File: config.mk
export PLATFORM = sky130hd
export DESIGN_NAME = tiny_core
export DESIGN_NICKNAME = d
export VERILOG_FILES = /design/src/design/tiny_pkg.sv /design/src/design/tiny_alu.sv /design/src/design/tiny_core.sv /design/src/design/tiny_decoder.sv /design/src/design/tiny_regfile.sv /design/src/design/tiny_sequencer.sv
export SDC_FILE = /design/constraint.sdc
export NUM_CORES = 2
export LEC_CHECK = 0
export ABC_AREA = 0
export BUFFER_PORTS_ARGS = -buffer_cell sky130_fd_sc_hd__buf_2
export CAP_MARGIN = 5
export CELL_PAD_IN_SITES_DETAIL_PLACEMENT = 1
export CELL_PAD_IN_SITES_GLOBAL_PLACEMENT = 1
export CORE_MARGIN = 1
export CORE_UTILIZATION = 45
export CTS_BUF_LIST = sky130_fd_sc_hd__clkbuf_16
export CTS_CLUSTER_SIZE = 20
export DETAILED_ROUTE_END_ITERATION = 7
export GPL_ROUTABILITY_DRIVEN = 1
export HOLD_SLACK_MARGIN = 0.03
export PLACE_DENSITY_LB_ADDON = 0.1
export SYNTH_ARGS = -nofsm -noshare
export SYNTH_HDL_FRONTEND = slang
export SYNTH_SLANG_ARGS = --single-unit
File: constraint.sdc
create_clock -name main_clk -period 16 [get_ports main_clk]
set_clock_uncertainty 0.15 [all_clocks]
set_input_delay 0 -clock main_clk [delete_from_list [all_inputs] [get_ports main_clk]]
set_output_delay 0 -clock main_clk [all_outputs]
set_load 0.01 [all_outputs]
File: src/design/tiny_pkg.sv
`default_nettype none

package tiny_pkg;

    localparam int XLEN = 32;
    localparam int REG_AW = 5;
    localparam int FUNCT3_W = 3;
    localparam int STRB_W = 4;

    localparam logic [31:0] EBREAK_WORD = 32'h0010_0073;

    // Major opcodes from instruction bits 6 to 2
    typedef enum logic [4:0] {
        OPC_LOAD   = 5'b00000,
        OPC_OP_IMM = 5'b00100,
        OPC_AUIPC  = 5'b00101,
        OPC_STORE  = 5'b01000,
        OPC_OP     = 5'b01100,
        OPC_LUI    = 5'b01101,
        OPC_BRANCH = 5'b11000,
        OPC_JALR   = 5'b11001,
        OPC_JAL    = 5'b11011,
        OPC_SYSTEM = 5'b11100
    } opcode_t;

    typedef enum logic [3:0] {
        ALU_ADD,
        ALU_SUB,
        ALU_SLL,
        ALU_SLT,
        ALU_SLTU,
        ALU_XOR,
        ALU_SRL,
        ALU_SRA,
        ALU_OR,
        ALU_AND
    } alu_op_t;

    typedef enum logic [1:0] {OP1_RS1, OP1_PC, OP1_ZERO} op1_src_t;

    typedef enum logic {OP2_RS2, OP2_IMM} op2_src_t;

    typedef enum logic [1:0] {WB_ALU, WB_LOAD, WB_PC4} wb_src_t;

    typedef enum logic [1:0] {PC_PLUS4, PC_BRANCH, PC_JAL, PC_JALR} pc_src_t;

    typedef enum logic [2:0] {
        WRITEBACK,
        FETCH,
        DECODE,
        EXECUTE,
        SET_PC
    } stage_t;

endpackage

`default_nettype wire

File: src/design/tiny_alu.sv
`timescale 1ns/1ps
`default_nettype none

module tiny_alu import tiny_pkg::*; #(
    parameter bit HAS_SLT = 1'b1
) (
    input  logic            main_clk,
    input  logic            nreset,
    input  logic            enable,
    input  alu_op_t         op,
    input  logic [XLEN-1:0] a,
    input  logic [XLEN-1:0] b,
    output logic [XLEN-1:0] result,
    output logic            zero,
    output logic            carry,
    output logic            lt
);

    logic [XLEN:0] diff;
    logic signed_lt;
    logic [XLEN-1:0] next_result;

    // Borrow out of the subtraction doubles as unsigned less-than
    assign diff = {1'b0, a} - {1'b0, b};
    assign signed_lt = $signed(a) < $signed(b);

    always_comb begin
        case (op)
            ALU_ADD: next_result = a + b;
            ALU_SUB: next_result = diff[XLEN-1:0];
            ALU_SLL: next_result = a << b[4:0];
            ALU_SLT: next_result = HAS_SLT ? {{(XLEN-1){1'b0}}, signed_lt} : '0;
            ALU_SLTU: next_result = HAS_SLT ? {{(XLEN-1){1'b0}}, diff[XLEN]} : '0;
            ALU_XOR: next_result = a ^ b;
            ALU_SRL: next_result = a >> b[4:0];
            ALU_SRA: next_result = $signed(a) >>> b[4:0];
            ALU_OR: next_result = a | b;
            ALU_AND: next_result = a & b;
            default: next_result = '0;
        endcase
    end

    always_ff @(posedge main_clk) begin
        if (!nreset) begin
            carry <= 1'b0;
            lt <= 1'b0;
        end else if (enable) begin
            carry <= diff[XLEN];
            lt <= signed_lt;
        end
    end

    always_ff @(posedge main_clk) begin
        if (enable) begin
            result <= next_result;
        end
    end

    assign zero = result == '0;

endmodule

`default_nettype wire

File: src/design/tiny_core.sv
`timescale 1ns/1ps
`default_nettype none

module tiny_core import tiny_pkg::*; #(
    parameter logic [XLEN-1:0] RESET_PC = '0,
    parameter bit              HAS_SLT = 1'b1
) (
    input  logic              main_clk,
    input  logic              nreset,
    output logic [XLEN-1:0]   address,
    input  logic [XLEN-1:0]   data_in,
    output logic [XLEN-1:0]   data_out,
    output logic              nrd,
    output logic [STRB_W-1:0] nwr,
    input  logic              ready,
    output logic              halted,
    output logic              error
);

    logic [XLEN-1:0] instr;
    logic [XLEN-1:0] pc;
    stage_t stage;
    logic alu_enable;
    op1_src_t op1_src;
    op2_src_t op2_src;
    alu_op_t alu_op;
    wb_src_t wb_src;
    pc_src_t pc_src;
    logic reg_write;
    logic load;
    logic store;
    logic is_ebreak;
    logic illegal;
    logic [XLEN-1:0] imm;
    logic [XLEN-1:0] rs1_data;
    logic [XLEN-1:0] rs2_data;
    logic [XLEN-1:0] op_a;
    logic [XLEN-1:0] op_b;
    logic [XLEN-1:0] alu_result;
    logic zero;
    logic carry;
    logic lt;
    logic [REG_AW-1:0] rd_addr;
    logic [XLEN-1:0] rd_data;
    logic rd_we;

    // Operand isolation outside EXECUTE
    always_comb begin
        op_a = '0;
        op_b = '0;
        if (stage == EXECUTE) begin
            case (op1_src)
                OP1_RS1: op_a = rs1_data;
                OP1_PC: op_a = pc;
                default: op_a = '0;
            endcase
            op_b = op2_src == OP2_IMM ? imm : rs2_data;
        end
    end

    tiny_sequencer #(
        .RESET_PC(RESET_PC)
    ) tiny_sequencer_i (
        .main_clk(main_clk),
        .nreset(nreset),
        .ready(ready),
        .data_in(data_in),
        .instr(instr),
        .pc(pc),
        .stage(stage),
        .alu_enable(alu_enable),
        .load(load),
        .store(store),
        .reg_write(reg_write),
        .wb_src(wb_src),
        .pc_src(pc_src),
        .is_ebreak(is_ebreak),
        .illegal(illegal),
        .imm(imm),
        .rs1_data(rs1_data),
        .rs2_data(rs2_data),
        .alu_result(alu_result),
        .zero(zero),
        .carry(carry),
        .lt(lt),
        .funct3(instr[14:12]),
        .rd_addr(rd_addr),
        .rd_data(rd_data),
        .rd_we(rd_we),
        .address(address),
        .data_out(data_out),
        .nrd(nrd),
        .nwr(nwr),
        .halted(halted),
        .error(error)
    );

    tiny_decoder #(
        .HAS_SLT(HAS_SLT)
    ) tiny_decoder_i (
        .instr(instr),
        .op1_src(op1_src),
        .op2_src(op2_src),
        .alu_op(alu_op),
        .wb_src(wb_src),
        .pc_src(pc_src),
        .reg_write(reg_write),
        .load(load),
        .store(store),
        .is_ebreak(is_ebreak),
        .illegal(illegal),
        .imm(imm)
    );

    tiny_alu #(
        .HAS_SLT(HAS_SLT)
    ) tiny_alu_i (
        .main_clk(main_clk),
        .nreset(nreset),
        .enable(alu_enable),
        .op(alu_op),
        .a(op_a),
        .b(op_b),
        .result(alu_result),
        .zero(zero),
        .carry(carry),
        .lt(lt)
    );

    tiny_regfile tiny_regfile_i (
        .main_clk(main_clk),
        .rs1_addr(instr[19:15]),
        .rs2_addr(instr[24:20]),
        .rs1_data(rs1_data),
        .rs2_data(rs2_data),
        .rd_addr(rd_addr),
        .rd_data(rd_data),
        .rd_we(rd_we)
    );

endmodule

`default_nettype wire

File: src/design/tiny_decoder.sv
`timescale 1ns/1ps
`default_nettype none

module tiny_decoder import tiny_pkg::*; #(
    parameter bit HAS_SLT = 1'b1
) (
    input  logic [XLEN-1:0] instr,
    output op1_src_t        op1_src,
    output op2_src_t        op2_src,
    output alu_op_t         alu_op,
    output wb_src_t         wb_src,
    output pc_src_t         pc_src,
    output logic            reg_write,
    output logic            load,
    output logic            store,
    output logic            is_ebreak,
    output logic            illegal,
    output logic [XLEN-1:0] imm
);

    opcode_t opcode;
    logic [FUNCT3_W-1:0] funct3;
    logic f7_zero;
    logic f7_alt;
    logic slt_bad;
    logic op_ok;
    logic op_imm_ok;
    alu_op_t arith_op;
    logic [XLEN-1:0] imm_i;
    logic [XLEN-1:0] imm_s;
    logic [XLEN-1:0] imm_b;
    logic [XLEN-1:0] imm_u;
    logic [XLEN-1:0] imm_j;

    assign opcode = opcode_t'(instr[6:2]);
    assign funct3 = instr[14:12];

    // funct7 reduced to the two encodings RV32I uses
    assign f7_zero = instr[31:25] == 7'b0000000;
    assign f7_alt = instr[31:25] == 7'b0100000;

    assign slt_bad = !HAS_SLT && (funct3 == 3'b010 || funct3 == 3'b011);
    assign op_ok = f7_zero || (f7_alt && (funct3 == 3'b000 || funct3 == 3'b101));
    assign op_imm_ok = funct3 == 3'b001 ? f7_zero :
                       funct3 == 3'b101 ? (f7_zero || f7_alt) : 1'b1;

    assign imm_i = {{20{instr[31]}}, instr[31:20]};
    assign imm_s = {{20{instr[31]}}, instr[31:25], instr[11:7]};
    assign imm_b = {{19{instr[31]}}, instr[31], instr[7], instr[30:25], instr[11:8], 1'b0};
    assign imm_u = {instr[31:12], 12'h000};
    assign imm_j = {{11{instr[31]}}, instr[31], instr[19:12], instr[20], instr[30:21], 1'b0};

    always_comb begin
        case (funct3)
            3'b000: arith_op = (opcode == OPC_OP && f7_alt) ? ALU_SUB : ALU_ADD;
            3'b001: arith_op = ALU_SLL;
            3'b010: arith_op = ALU_SLT;
            3'b011: arith_op = ALU_SLTU;
            3'b100: arith_op = ALU_XOR;
            3'b101: arith_op = f7_alt ? ALU_SRA : ALU_SRL;
            3'b110: arith_op = ALU_OR;
            default: arith_op = ALU_AND;
        endcase
    end

    always_comb begin
        op1_src = OP1_RS1;
        op2_src = OP2_RS2;
        alu_op = ALU_ADD;
        wb_src = WB_ALU;
        pc_src = PC_PLUS4;
        reg_write = 1'b0;
        load = 1'b0;
        store = 1'b0;
        is_ebreak = 1'b0;
        illegal = 1'b0;
        imm = imm_i;
        case (opcode)
            OPC_OP: begin
                alu_op = arith_op;
                reg_write = 1'b1;
                illegal = !op_ok || slt_bad;
            end
            OPC_OP_IMM: begin
                op2_src = OP2_IMM;
                alu_op = arith_op;
                reg_write = 1'b1;
                illegal = !op_imm_ok || slt_bad;
            end
            OPC_LUI, OPC_AUIPC: begin
                op1_src = opcode == OPC_LUI ? OP1_ZERO : OP1_PC;
                op2_src = OP2_IMM;
                reg_write = 1'b1;
                imm = imm_u;
            end
            OPC_LOAD: begin
                wb_src = WB_LOAD;
                reg_write = 1'b1;
                load = 1'b1;
                illegal = funct3 != 3'b010;
            end
            OPC_STORE: begin
                store = 1'b1;
                imm = imm_s;
                illegal = funct3 != 3'b010;
            end
            OPC_BRANCH: begin
                // Compare by subtraction with flags kept by the ALU
                alu_op = ALU_SUB;
                pc_src = PC_BRANCH;
                imm = imm_b;
                illegal = funct3 == 3'b010 || funct3 == 3'b011;
            end
            OPC_JAL: begin
                wb_src = WB_PC4;
                pc_src = PC_JAL;
                reg_write = 1'b1;
                imm = imm_j;
            end
            OPC_JALR: begin
                wb_src = WB_PC4;
                pc_src = PC_JALR;
                reg_write = 1'b1;
                illegal = funct3 != 3'b000;
            end
            OPC_SYSTEM: begin
                is_ebreak = instr == EBREAK_WORD;
                illegal = instr != EBREAK_WORD;
            end
            default: illegal = 1'b1;
        endcase
        if (instr[1:0] != 2'b11) begin
            illegal = 1'b1;
        end
    end

endmodule

`default_nettype wire

File: src/design/tiny_regfile.sv
`timescale 1ns/1ps
`default_nettype none

module tiny_regfile import tiny_pkg::*; (
    input  logic              main_clk,
    input  logic [REG_AW-1:0] rs1_addr,
    input  logic [REG_AW-1:0] rs2_addr,
    output logic [XLEN-1:0]   rs1_data,
    output logic [XLEN-1:0]   rs2_data,
    input  logic [REG_AW-1:0] rd_addr,
    input  logic [XLEN-1:0]   rd_data,
    input  logic              rd_we
);

    logic [XLEN-1:0] regs [0:2**REG_AW-1];

    always_ff @(posedge main_clk) begin
        if (rd_we && rd_addr != '0) begin
            regs[rd_addr] <= rd_data;
        end
    end

    // x0 never written, so force zero on read
    always_ff @(posedge main_clk) begin
        rs1_data <= rs1_addr == '0 ? '0 : regs[rs1_addr];
        rs2_data <= rs2_addr == '0 ? '0 : regs[rs2_addr];
    end

endmodule

`default_nettype wire

File: src/design/tiny_sequencer.sv
`timescale 1ns/1ps
`default_nettype none

module tiny_sequencer import tiny_pkg::*; #(
    parameter logic [XLEN-1:0] RESET_PC = '0
) (
    input  logic                main_clk,
    input  logic                nreset,
    input  logic                ready,
    input  logic [XLEN-1:0]     data_in,
    output logic [XLEN-1:0]     instr,
    output logic [XLEN-1:0]     pc,
    output stage_t              stage,
    output logic                alu_enable,
    input  logic                load,
    input  logic                store,
    input  logic                reg_write,
    input  wb_src_t             wb_src,
    input  pc_src_t             pc_src,
    input  logic                is_ebreak,
    input  logic                illegal,
    input  logic [XLEN-1:0]     imm,
    input  logic [XLEN-1:0]     rs1_data,
    input  logic [XLEN-1:0]     rs2_data,
    input  logic [XLEN-1:0]     alu_result,
    input  logic                zero,
    input  logic                carry,
    input  logic                lt,
    input  logic [FUNCT3_W-1:0] funct3,
    output logic [REG_AW-1:0]   rd_addr,
    output logic [XLEN-1:0]     rd_data,
    output logic                rd_we,
    output logic [XLEN-1:0]     address,
    output logic [XLEN-1:0]     data_out,
    output logic                nrd,
    output logic [STRB_W-1:0]   nwr,
    output logic                halted,
    output logic                error
);

    logic run;
    logic mem_access;
    logic pc_misaligned;
    logic data_misaligned;
    logic take_branch;
    logic wb_pending;
    logic [XLEN-1:0] data_addr;
    logic [XLEN-1:0] pc_plus4;
    logic [XLEN-1:0] next_pc;
    logic [XLEN-1:0] load_data;
    logic [XLEN-1:0] wb_data;

    assign run = !halted && !error;
    assign mem_access = load || store;
    assign pc_plus4 = pc + 32'd4;
    assign pc_misaligned = pc[1:0] != 2'b00;
    assign data_addr = rs1_data + imm;
    assign data_misaligned = data_addr[1:0] != 2'b00;

    // Bus strobes held until ready completes the transfer
    assign address = (stage == EXECUTE && mem_access) ? data_addr : pc;
    assign data_out = rs2_data;
    assign nrd = !(run && ((stage == FETCH && !pc_misaligned) ||
                           (stage == EXECUTE && load && !data_misaligned)));
    assign nwr = (run && stage == EXECUTE && store && !data_misaligned) ? '0 : '1;

    assign alu_enable = run && stage == EXECUTE;

    assign rd_addr = instr[11:7];
    assign rd_data = wb_data;
    assign rd_we = run && stage == WRITEBACK && wb_pending;

    always_comb begin
        case (funct3)
            3'b000: take_branch = zero;
            3'b001: take_branch = !zero;
            3'b100: take_branch = lt;
            3'b101: take_branch = !lt;
            3'b110: take_branch = carry;
            3'b111: take_branch = !carry;
            default: take_branch = 1'b0;
        endcase
    end

    always_comb begin
        case (pc_src)
            PC_BRANCH: next_pc = take_branch ? pc + imm : pc_plus4;
            PC_JAL: next_pc = pc + imm;
            PC_JALR: next_pc = (rs1_data + imm) & ~32'h1;
            default: next_pc = pc_plus4;
        endcase
    end

    always_ff @(posedge main_clk) begin
        if (!nreset) begin
            stage <= WRITEBACK;
            pc <= RESET_PC;
            wb_pending <= 1'b0;
            halted <= 1'b0;
            error <= 1'b0;
        end else if (run) begin
            case (stage)
                WRITEBACK: begin
                    wb_pending <= 1'b0;
                    stage <= FETCH;
                end
                FETCH: begin
                    if (pc_misaligned) begin
                        error <= 1'b1;
                    end else if (ready) begin
                        stage <= DECODE;
                    end
                end
                DECODE: begin
                    if (illegal) begin
                        error <= 1'b1;
                    end else if (is_ebreak) begin
                        halted <= 1'b1;
                    end else begin
                        stage <= EXECUTE;
                    end
                end
                EXECUTE: begin
                    if (!mem_access) begin
                        stage <= SET_PC;
                    end else if (data_misaligned) begin
                        error <= 1'b1;
                    end else if (ready) begin
                        stage <= SET_PC;
                    end
                end
                default: begin
                    pc <= next_pc;
                    wb_pending <= reg_write;
                    stage <= WRITEBACK;
                end
            endcase
        end
    end

    always_ff @(posedge main_clk) begin
        if (run && stage == FETCH && ready && !pc_misaligned) begin
            instr <= data_in;
        end
        if (stage == EXECUTE && load && ready) begin
            load_data <= data_in;
        end
        // Link value taken before pc moves
        if (stage == SET_PC) begin
            case (wb_src)
                WB_LOAD: wb_data <= load_data;
                WB_PC4: wb_data <= pc_plus4;
                default: wb_data <= alu_result;
            endcase
        end
    end

endmodule

`default_nettype wire

Yosys cells after proc, flatten, opt, wreduce, memory -nomap -nowiden
Memories as Yosys holds them, arrays and structs flattened. A register that Yosys moved wholly into a read port is not among the register bits.
Cells that the tools add are included.
{ "op_classes": {"n_shift": 3, "eq_ne": 50, "n_addsub": 5, "bitwise": 6, "magnitude_cmp": 1, "reduce_logical": 62, "muxes": 45} }
{ "ops": {"columns": ["cell", "n"], "rows": [
  ["32-bit case mux with 10 select lines", 1],
  ["32-bit two-way mux", 5],
  ["32-bit case mux with 2 select lines", 2],
  ["31-bit case mux with 4 select lines", 1],
  ["32-bit adder", 3],
  ["32-bit case mux with 3 select lines", 1],
  ["32-bit by 32-bit subtractor with 33-bit output", 1],
  ["32-bit by 3-bit adder with 32-bit output (second input constant)", 1],
  ["32-bit bitwise AND", 1],
  ["32-bit by 21-bit == test with 1-bit output (second input constant)", 1],
  ["32-bit zero test", 1],
  ["32-bit < comparator", 1],
  ["32-bit by 21-bit != test with 1-bit output (second input constant)", 1],
  ["32-bit bitwise OR", 1],
  ["32-bit by 5-bit << shifter with 32-bit output", 1],
  ["32-bit by 5-bit right shift with 32-bit output", 1],
  ["32-bit by 5-bit >>> shifter with 32-bit output", 1],
  ["32-bit XOR", 1],
  ["4-bit case mux with 7 select lines", 1],
  ["3-bit two-way mux", 7],
  ["5-bit == test (second input constant)", 4],
  ["1-bit logical AND", 18],
  ["4-bit by 3-bit == test with 1-bit output (second input constant)", 4],
  ["1-bit two-way mux", 16],
  ["44 further kinds", 97]
]} }
{ "totals": {"regBits": 168, "ram_bits": 1024, "word_cells": 184, "n_memories": 1} }
{ "memory_table": {"columns": ["name", "depth", "word_bits", "rd", "rd_clocked_by_memory_dff", "write_ports", "line_no", "rtl"], "rows": [
  ["tiny_regfile_i.regs", 32, 32, 2, 2, 1, "tiny_regfile.sv:15", "logic [XLEN-1:0] regs [0:2**REG_AW-1];"]
]} }

Depth between registers and ports, before layout
{ "logic_depth": {"depth_word": 10, "mapped_depth": 24} }

Cells and area by module
From an unflattened synthesis, not the netlist that was laid out.
{ "unflattened": {"cells_unflattened": 5154, "hier_area_um2": 69709.4} }
{ "by_module_without_submodules": {"columns": ["mod", "area_each_um2", "n_inst", "seq_area_each_um2", "cells_per_inst"], "rows": [
  ["tiny_regfile", 48306.3, 1, 32030.7, 2481],
  ["tiny_sequencer", 10178.5, 1, 3643.5, 1121],
  ["tiny_alu", 9389.0, 1, 1001.0, 1269],
  ["tiny_core", 1058.5, 1, 0.0, 145],
  ["tiny_decoder", 777.0, 1, 0.0, 138]
]} }

Worst setup path before layout
No wires, ideal clock.
{ "synth_path": {"path_kind": "flip-flop to flip-flop", "start": "register tiny_sequencer_i.instr[2]", "end": "register tiny_alu_i.result[16], data pin", "required_time_ns": 15.584, "period_less_slack_ns": 5.075, "setup_slack_ns": 10.925, "arrival_time_ns": 4.659, "stages_incl_launch_ff": 22, "path_buffers": 6, "cell_sequence": "edfxtp_1 -> buf_2 -> nor4b_4 -> nor2_1 -> nand2_1 -> a211o_1 -> clkbuf_1 -> clkbuf_1 -> buf_2 -> clkbuf_1 -> ha_1 -> clkbuf_1 -> nand2b_1 -> o311a_1 -> o41a_1 -> a211o_1 -> a211o_1 -> a21boi_0 -> o2bb2ai_1 -> xnor2_1 -> a222oi_1 -> nand3_1"} }
{ "synth_between": {"elab_chain_cells": 8, "word_cells_on_any_way": 43} }
{ "synth_lines": {"columns": ["element", "line_no", "rtl"], "rows": [
  ["from (decl)", "tiny_sequencer.sv:11", "output logic [XLEN-1:0] instr,"],
  ["from (signal assigned)", "tiny_sequencer.sv:143", "instr <= data_in;"],
  ["5-bit by 4-bit == test with 1-bit output or 5-bit by 3-bit == test with 1-bit output (tied branches)", "tiny_decoder.sv:78, tiny_decoder.sv:91", null],
  ["2-bit two-way mux or 2-bit OR reduction (tied branches)", "tiny_decoder.sv:91, tiny_decoder.sv:78", null],
  ["2-bit two-way mux", "tiny_decoder.sv:78", "case (opcode)"],
  ["2-bit by 1-bit == test with 1-bit output or 2-bit zero test (tied branches)", "tiny_core.sv:52", "case (op1_src)"],
  ["32-bit case mux with 2 select lines", "tiny_core.sv:52", null],
  ["32-bit two-way mux", "tiny_core.sv:51", "if (stage == EXECUTE) begin"],
  ["32-bit by 32-bit subtractor with 33-bit output, or another cell as far along", "tiny_alu.sv:24", "assign diff = {1'b0, a} - {1'b0, b};"],
  ["32-bit case mux with 10 select lines *", "tiny_alu.sv:28", "case (op)"],
  ["net tiny_alu_i.next_result[16]", "tiny_alu.sv:21", "logic [XLEN-1:0] next_result;"],
  ["to (signal assigned)", "tiny_alu.sv:55", "result <= next_result;"],
  ["to (decl)", "tiny_alu.sv:13", "output logic [XLEN-1:0] result,"]
]} }
The timed path passes the listed nets; every way through them passes the cells marked *.
A chain may end at the register's enable or synchronous reset.

Worst setup path after layout
{ "layout_path": {"start": "register tiny_sequencer_i.instr[3]", "end": "register tiny_alu_i.result[29], data pin"} }
The elaborated chain is that of the path after synthesis.

==> results.py <==
metrics = {
    "status": {
        "status": "finished clean",
    },
    "critical_path": {
        "end_kind": "register",
        "r2r-start": "tiny_sequencer_i.instr[3]",
        "cp.arrival_ns": 7.15,
        "critPathKind": "register to register",
        "ff2ff_path_depth": 15,
        "critPathLaunchType": "register",
        "timing.rr.end": "tiny_alu_i.result[29]",
        "critPathRequiredTime_ns": 16.38,
        "reg2reg_setup_slack_ns": 9.23,
        "cp_max_fo": 42,
    },
    "hold_path": {
        "hold_depth": 3,
        "worstHoldStart": "nreset",
        "hp-class": "input pin to register",
        "min_to": "tiny_sequencer_i.pc[8]",
    },
    "floorplanning": {
        "die_x_um": 394,
        "rows": 143,
        "start_util_pct": 45.4,
        "die_area_sq_um": 155000,
        "core_sq_um": 152000,
        "io_pins": 106,
        "dieHeight_um": 394,
    },
    "routing": {
        "routedWlPerCell_um": 38.3,
        "first_pass_iters": 7,
        "num_vias": 49100,
        "detail-route-antenna-nets": 0,
        "viasPerCell": 6.87,
        "initialDrtViolationCount": 7007,
        "drc": 0,
        "routed_wl_um": 274000,
    },
    "sta": {
        "period_share_pct": 42.3,
        "finalCriticalPeriod_ns": 6.77,
        "hold_ws_ns": 0.310,
        "hold_viol_final": 0,
        "worst_slack_ns": 9.23,
        "rsz0062_at_grt": "false",
        "max_freq_mhz": 148,
        "tns_ns": 0,
        "relSlewSlack_pct": 7.09,
        "setup_viol": 0,
        "tightest_slew_ns": 1.39,
        "drv_slew": 0,
    },
    "power": {
        "leakagePower_uw": 0.0267,
        "p_per_area_nw_per_um2": 127,
        "vdd_drop_max_v": 0.000126,
        "total_power_uw": 9840,
    },
    "logic_synthesis": {
        "seq_area_frac_synth_pct": 53.0,
        "synthesis.instances": 4872,
        "synth_area_sq_um": 69100,
        "ys_async_sr_fraction_pct": 0,
        "synth_cell_types": 106,
        "synth_area_leader_cell": "edfxtp_1",
        "yosys_warnings": 0,
        "synth-edff-count": 1152,
        "syn_avg_cell_area_sq_um": 14.2,
        "synthFlopType": "edfxtp_1",
        "yosysMostFrequentCell": "edfxtp_1",
        "synth_area_leaders": "edfxtp_1 50%, mux4_2 21%, dfxtp_1 3.0%",
        "synth_seq_cells": 1256,
        "synth.top_cell.area_share_pct": 50.0,
        "synthTopCellsByCount": "1152 x edfxtp_1, 633 x mux4_2, 348 x nand2_1",
    },
    "placed_design": {
        "numPortBuffers": 105,
        "gp_congestion": 1.04,
        "post-dp-hpwl_um": 176000,
        "placed_cell_area_sq_um": 72200,
        "pre_cts_slack_ns": 9.53,
    },
    "cts": {
        "ctsHtreeMaxLevel": 4,
        "cts_buffers": 141,
        "cts_tree": "yes",
        "cts.sinks": 1256,
        "clkLatencyLatePin_ns": 0.79,
        "clk_pin_slew_ns": 0.06,
        "clock_path_buffers": 3,
        "root_buffer": "clkbuf_16",
    },
    "layout": {
        "nNetsFinal": 5196,
        "fin_area_sq_um": 77500,
        "synthToLayoutAreaGrowth_pct": 12.0,
        "drive_above_1_share_pct": 23.4,
    },
    "grt": {
        "grt_pass1_vias": 49000,
        "grt_antenna_before_repair": 21,
        "grt_usage_pct": 35.1,
        "grt_remaining_overflow": 0,
        "grt_start_max_net_pins": 127,
        "grt_pass1_wl_um": 384000,
    },
    "job": {
        "cap_violations": 0,
    },
}
-- final cells by class --
type	instances	area, sq um
timing repair buffer	299	2240
multi-input combinational	3141	30900
sequential	1256	36700
inverter	153	574
antenna	7	17.5
fill	14800	74800
tap	2030	2540
clock inverter	118	948
clock buffer	143	3580
-- metal layers --
metal / track usage (%) / wire [um] / vias up
met5: 0 / 77 / -
met4: 15.1 / 13100 / 14
met3: 8.86 / 29700 / 532
met2: 51.7 / 120000 / 2932
met1: 49.4 / 111000 / 25900
li1: - / - / 19700
-- worst max path at each step --
stage	from	endpoint	slack (ns)
2_1_floorplan	tiny_sequencer_i.instr[2]	tiny_alu_i.result[16]	10.93
3_3_place_gp	tiny_sequencer_i.instr[3]	tiny_alu_i.result[31]	9.55
3_5_place_dp	tiny_sequencer_i.instr[3]	tiny_alu_i.result[31]	9.53
4_1_cts	tiny_sequencer_i.instr[2]	address[28]	9.46
5_1_grt	tiny_sequencer_i.instr[3]	tiny_alu_i.result[29]	8.97
6_report	tiny_sequencer_i.instr[3]	tiny_alu_i.result[29]	9.23
-- registers in the layout, indices dropped and copies added (netlist names), 3 cells and up --
signal and flops:
tiny_regfile_i.rs1_data 32, tiny_sequencer_i.rd_data 32, tiny_sequencer_i.pc 32, tiny_alu_i.result 32
tiny_regfile_i.regs 1024, tiny_sequencer_i.load_data 32, tiny_regfile_i.rs2_data 32, tiny_sequencer_i.instr 32
tiny_sequencer_i.stage 3
-- cell families after synthesis --
family,Yosys count,synth area share [%]
other,1,0.00542
AND/OR/NAND/NOR,1036,7.02
AO/OA/AOI/OAI,979,9.16
flip-flops,1256,53.0
multiplexers,814,23.3
adder cells (fa/ha/maj),169,3.10
XOR/XNOR,111,1.41
buffers and inverters,506,2.93
-- cell usage in the layout (no fill, tap or decap), types with 32 or more instances in the layout --
cell type	count
a211oi_1	40
a31oi_1	34
buf_4	120
mux2i_1	136
a21oi_1	266
ha_1	164
a221oi_1	45
mux2_2	42
nand3_1	69
dlygate4sd3_1	67
nor3_1	46
nor2_1	276
a22oi_1	36
nor2b_1	37
a21o_1	41
buf_2	105
nand2_1	346
xnor2_1	81
conb_1	32
clkbuf_16	143
edfxtp_1	1152
o21ai_0	225
nand2b_1	48
mux4_2	633
dfxtp_1	104
inv_1	186
o211ai_1	46
-- power by group --
group | switching, uW | internal [uW]
combinational | 1620 | 1050
clock | 1410 | 1790
sequential | 301 | 3670
-- worst max-delay path: stages (launching register included) --
cell	delay, ns
edfxtp_1	0.75
nor3b_2	0.45
and2_1	0.79
a211o_2	0.70
buf_4	0.59
inv_2	0.12
ha_1	0.24
a21oi_1	0.27
o311ai_0	0.33
and3_1	0.34
nor3_1	0.75
o21ai_0	0.33
o41ai_1	0.31
a211oi_1	0.11
xor2_1	0.16
o21ai_1	0.07
-- through the flow --
step           instances  utilization, %
4_1_cts             7140            50.9
2_1_floorplan       4903               -
6_report            7147            50.9
3_3_place_gp        6812            47.4
5_1_grt             7141            50.9
3_5_place_dp        6812            47.4
-- what timing repair did --
| action | in CTS | in global routing |
|---|---|---|
| hold buffers | 67 | 0 |
| hold endpoints to repair | 168 | 0 |
| buffers inserted | 0 | 0 |
| resized for setup | 0 | 0 |
Power figures use the tool's default switching activity.
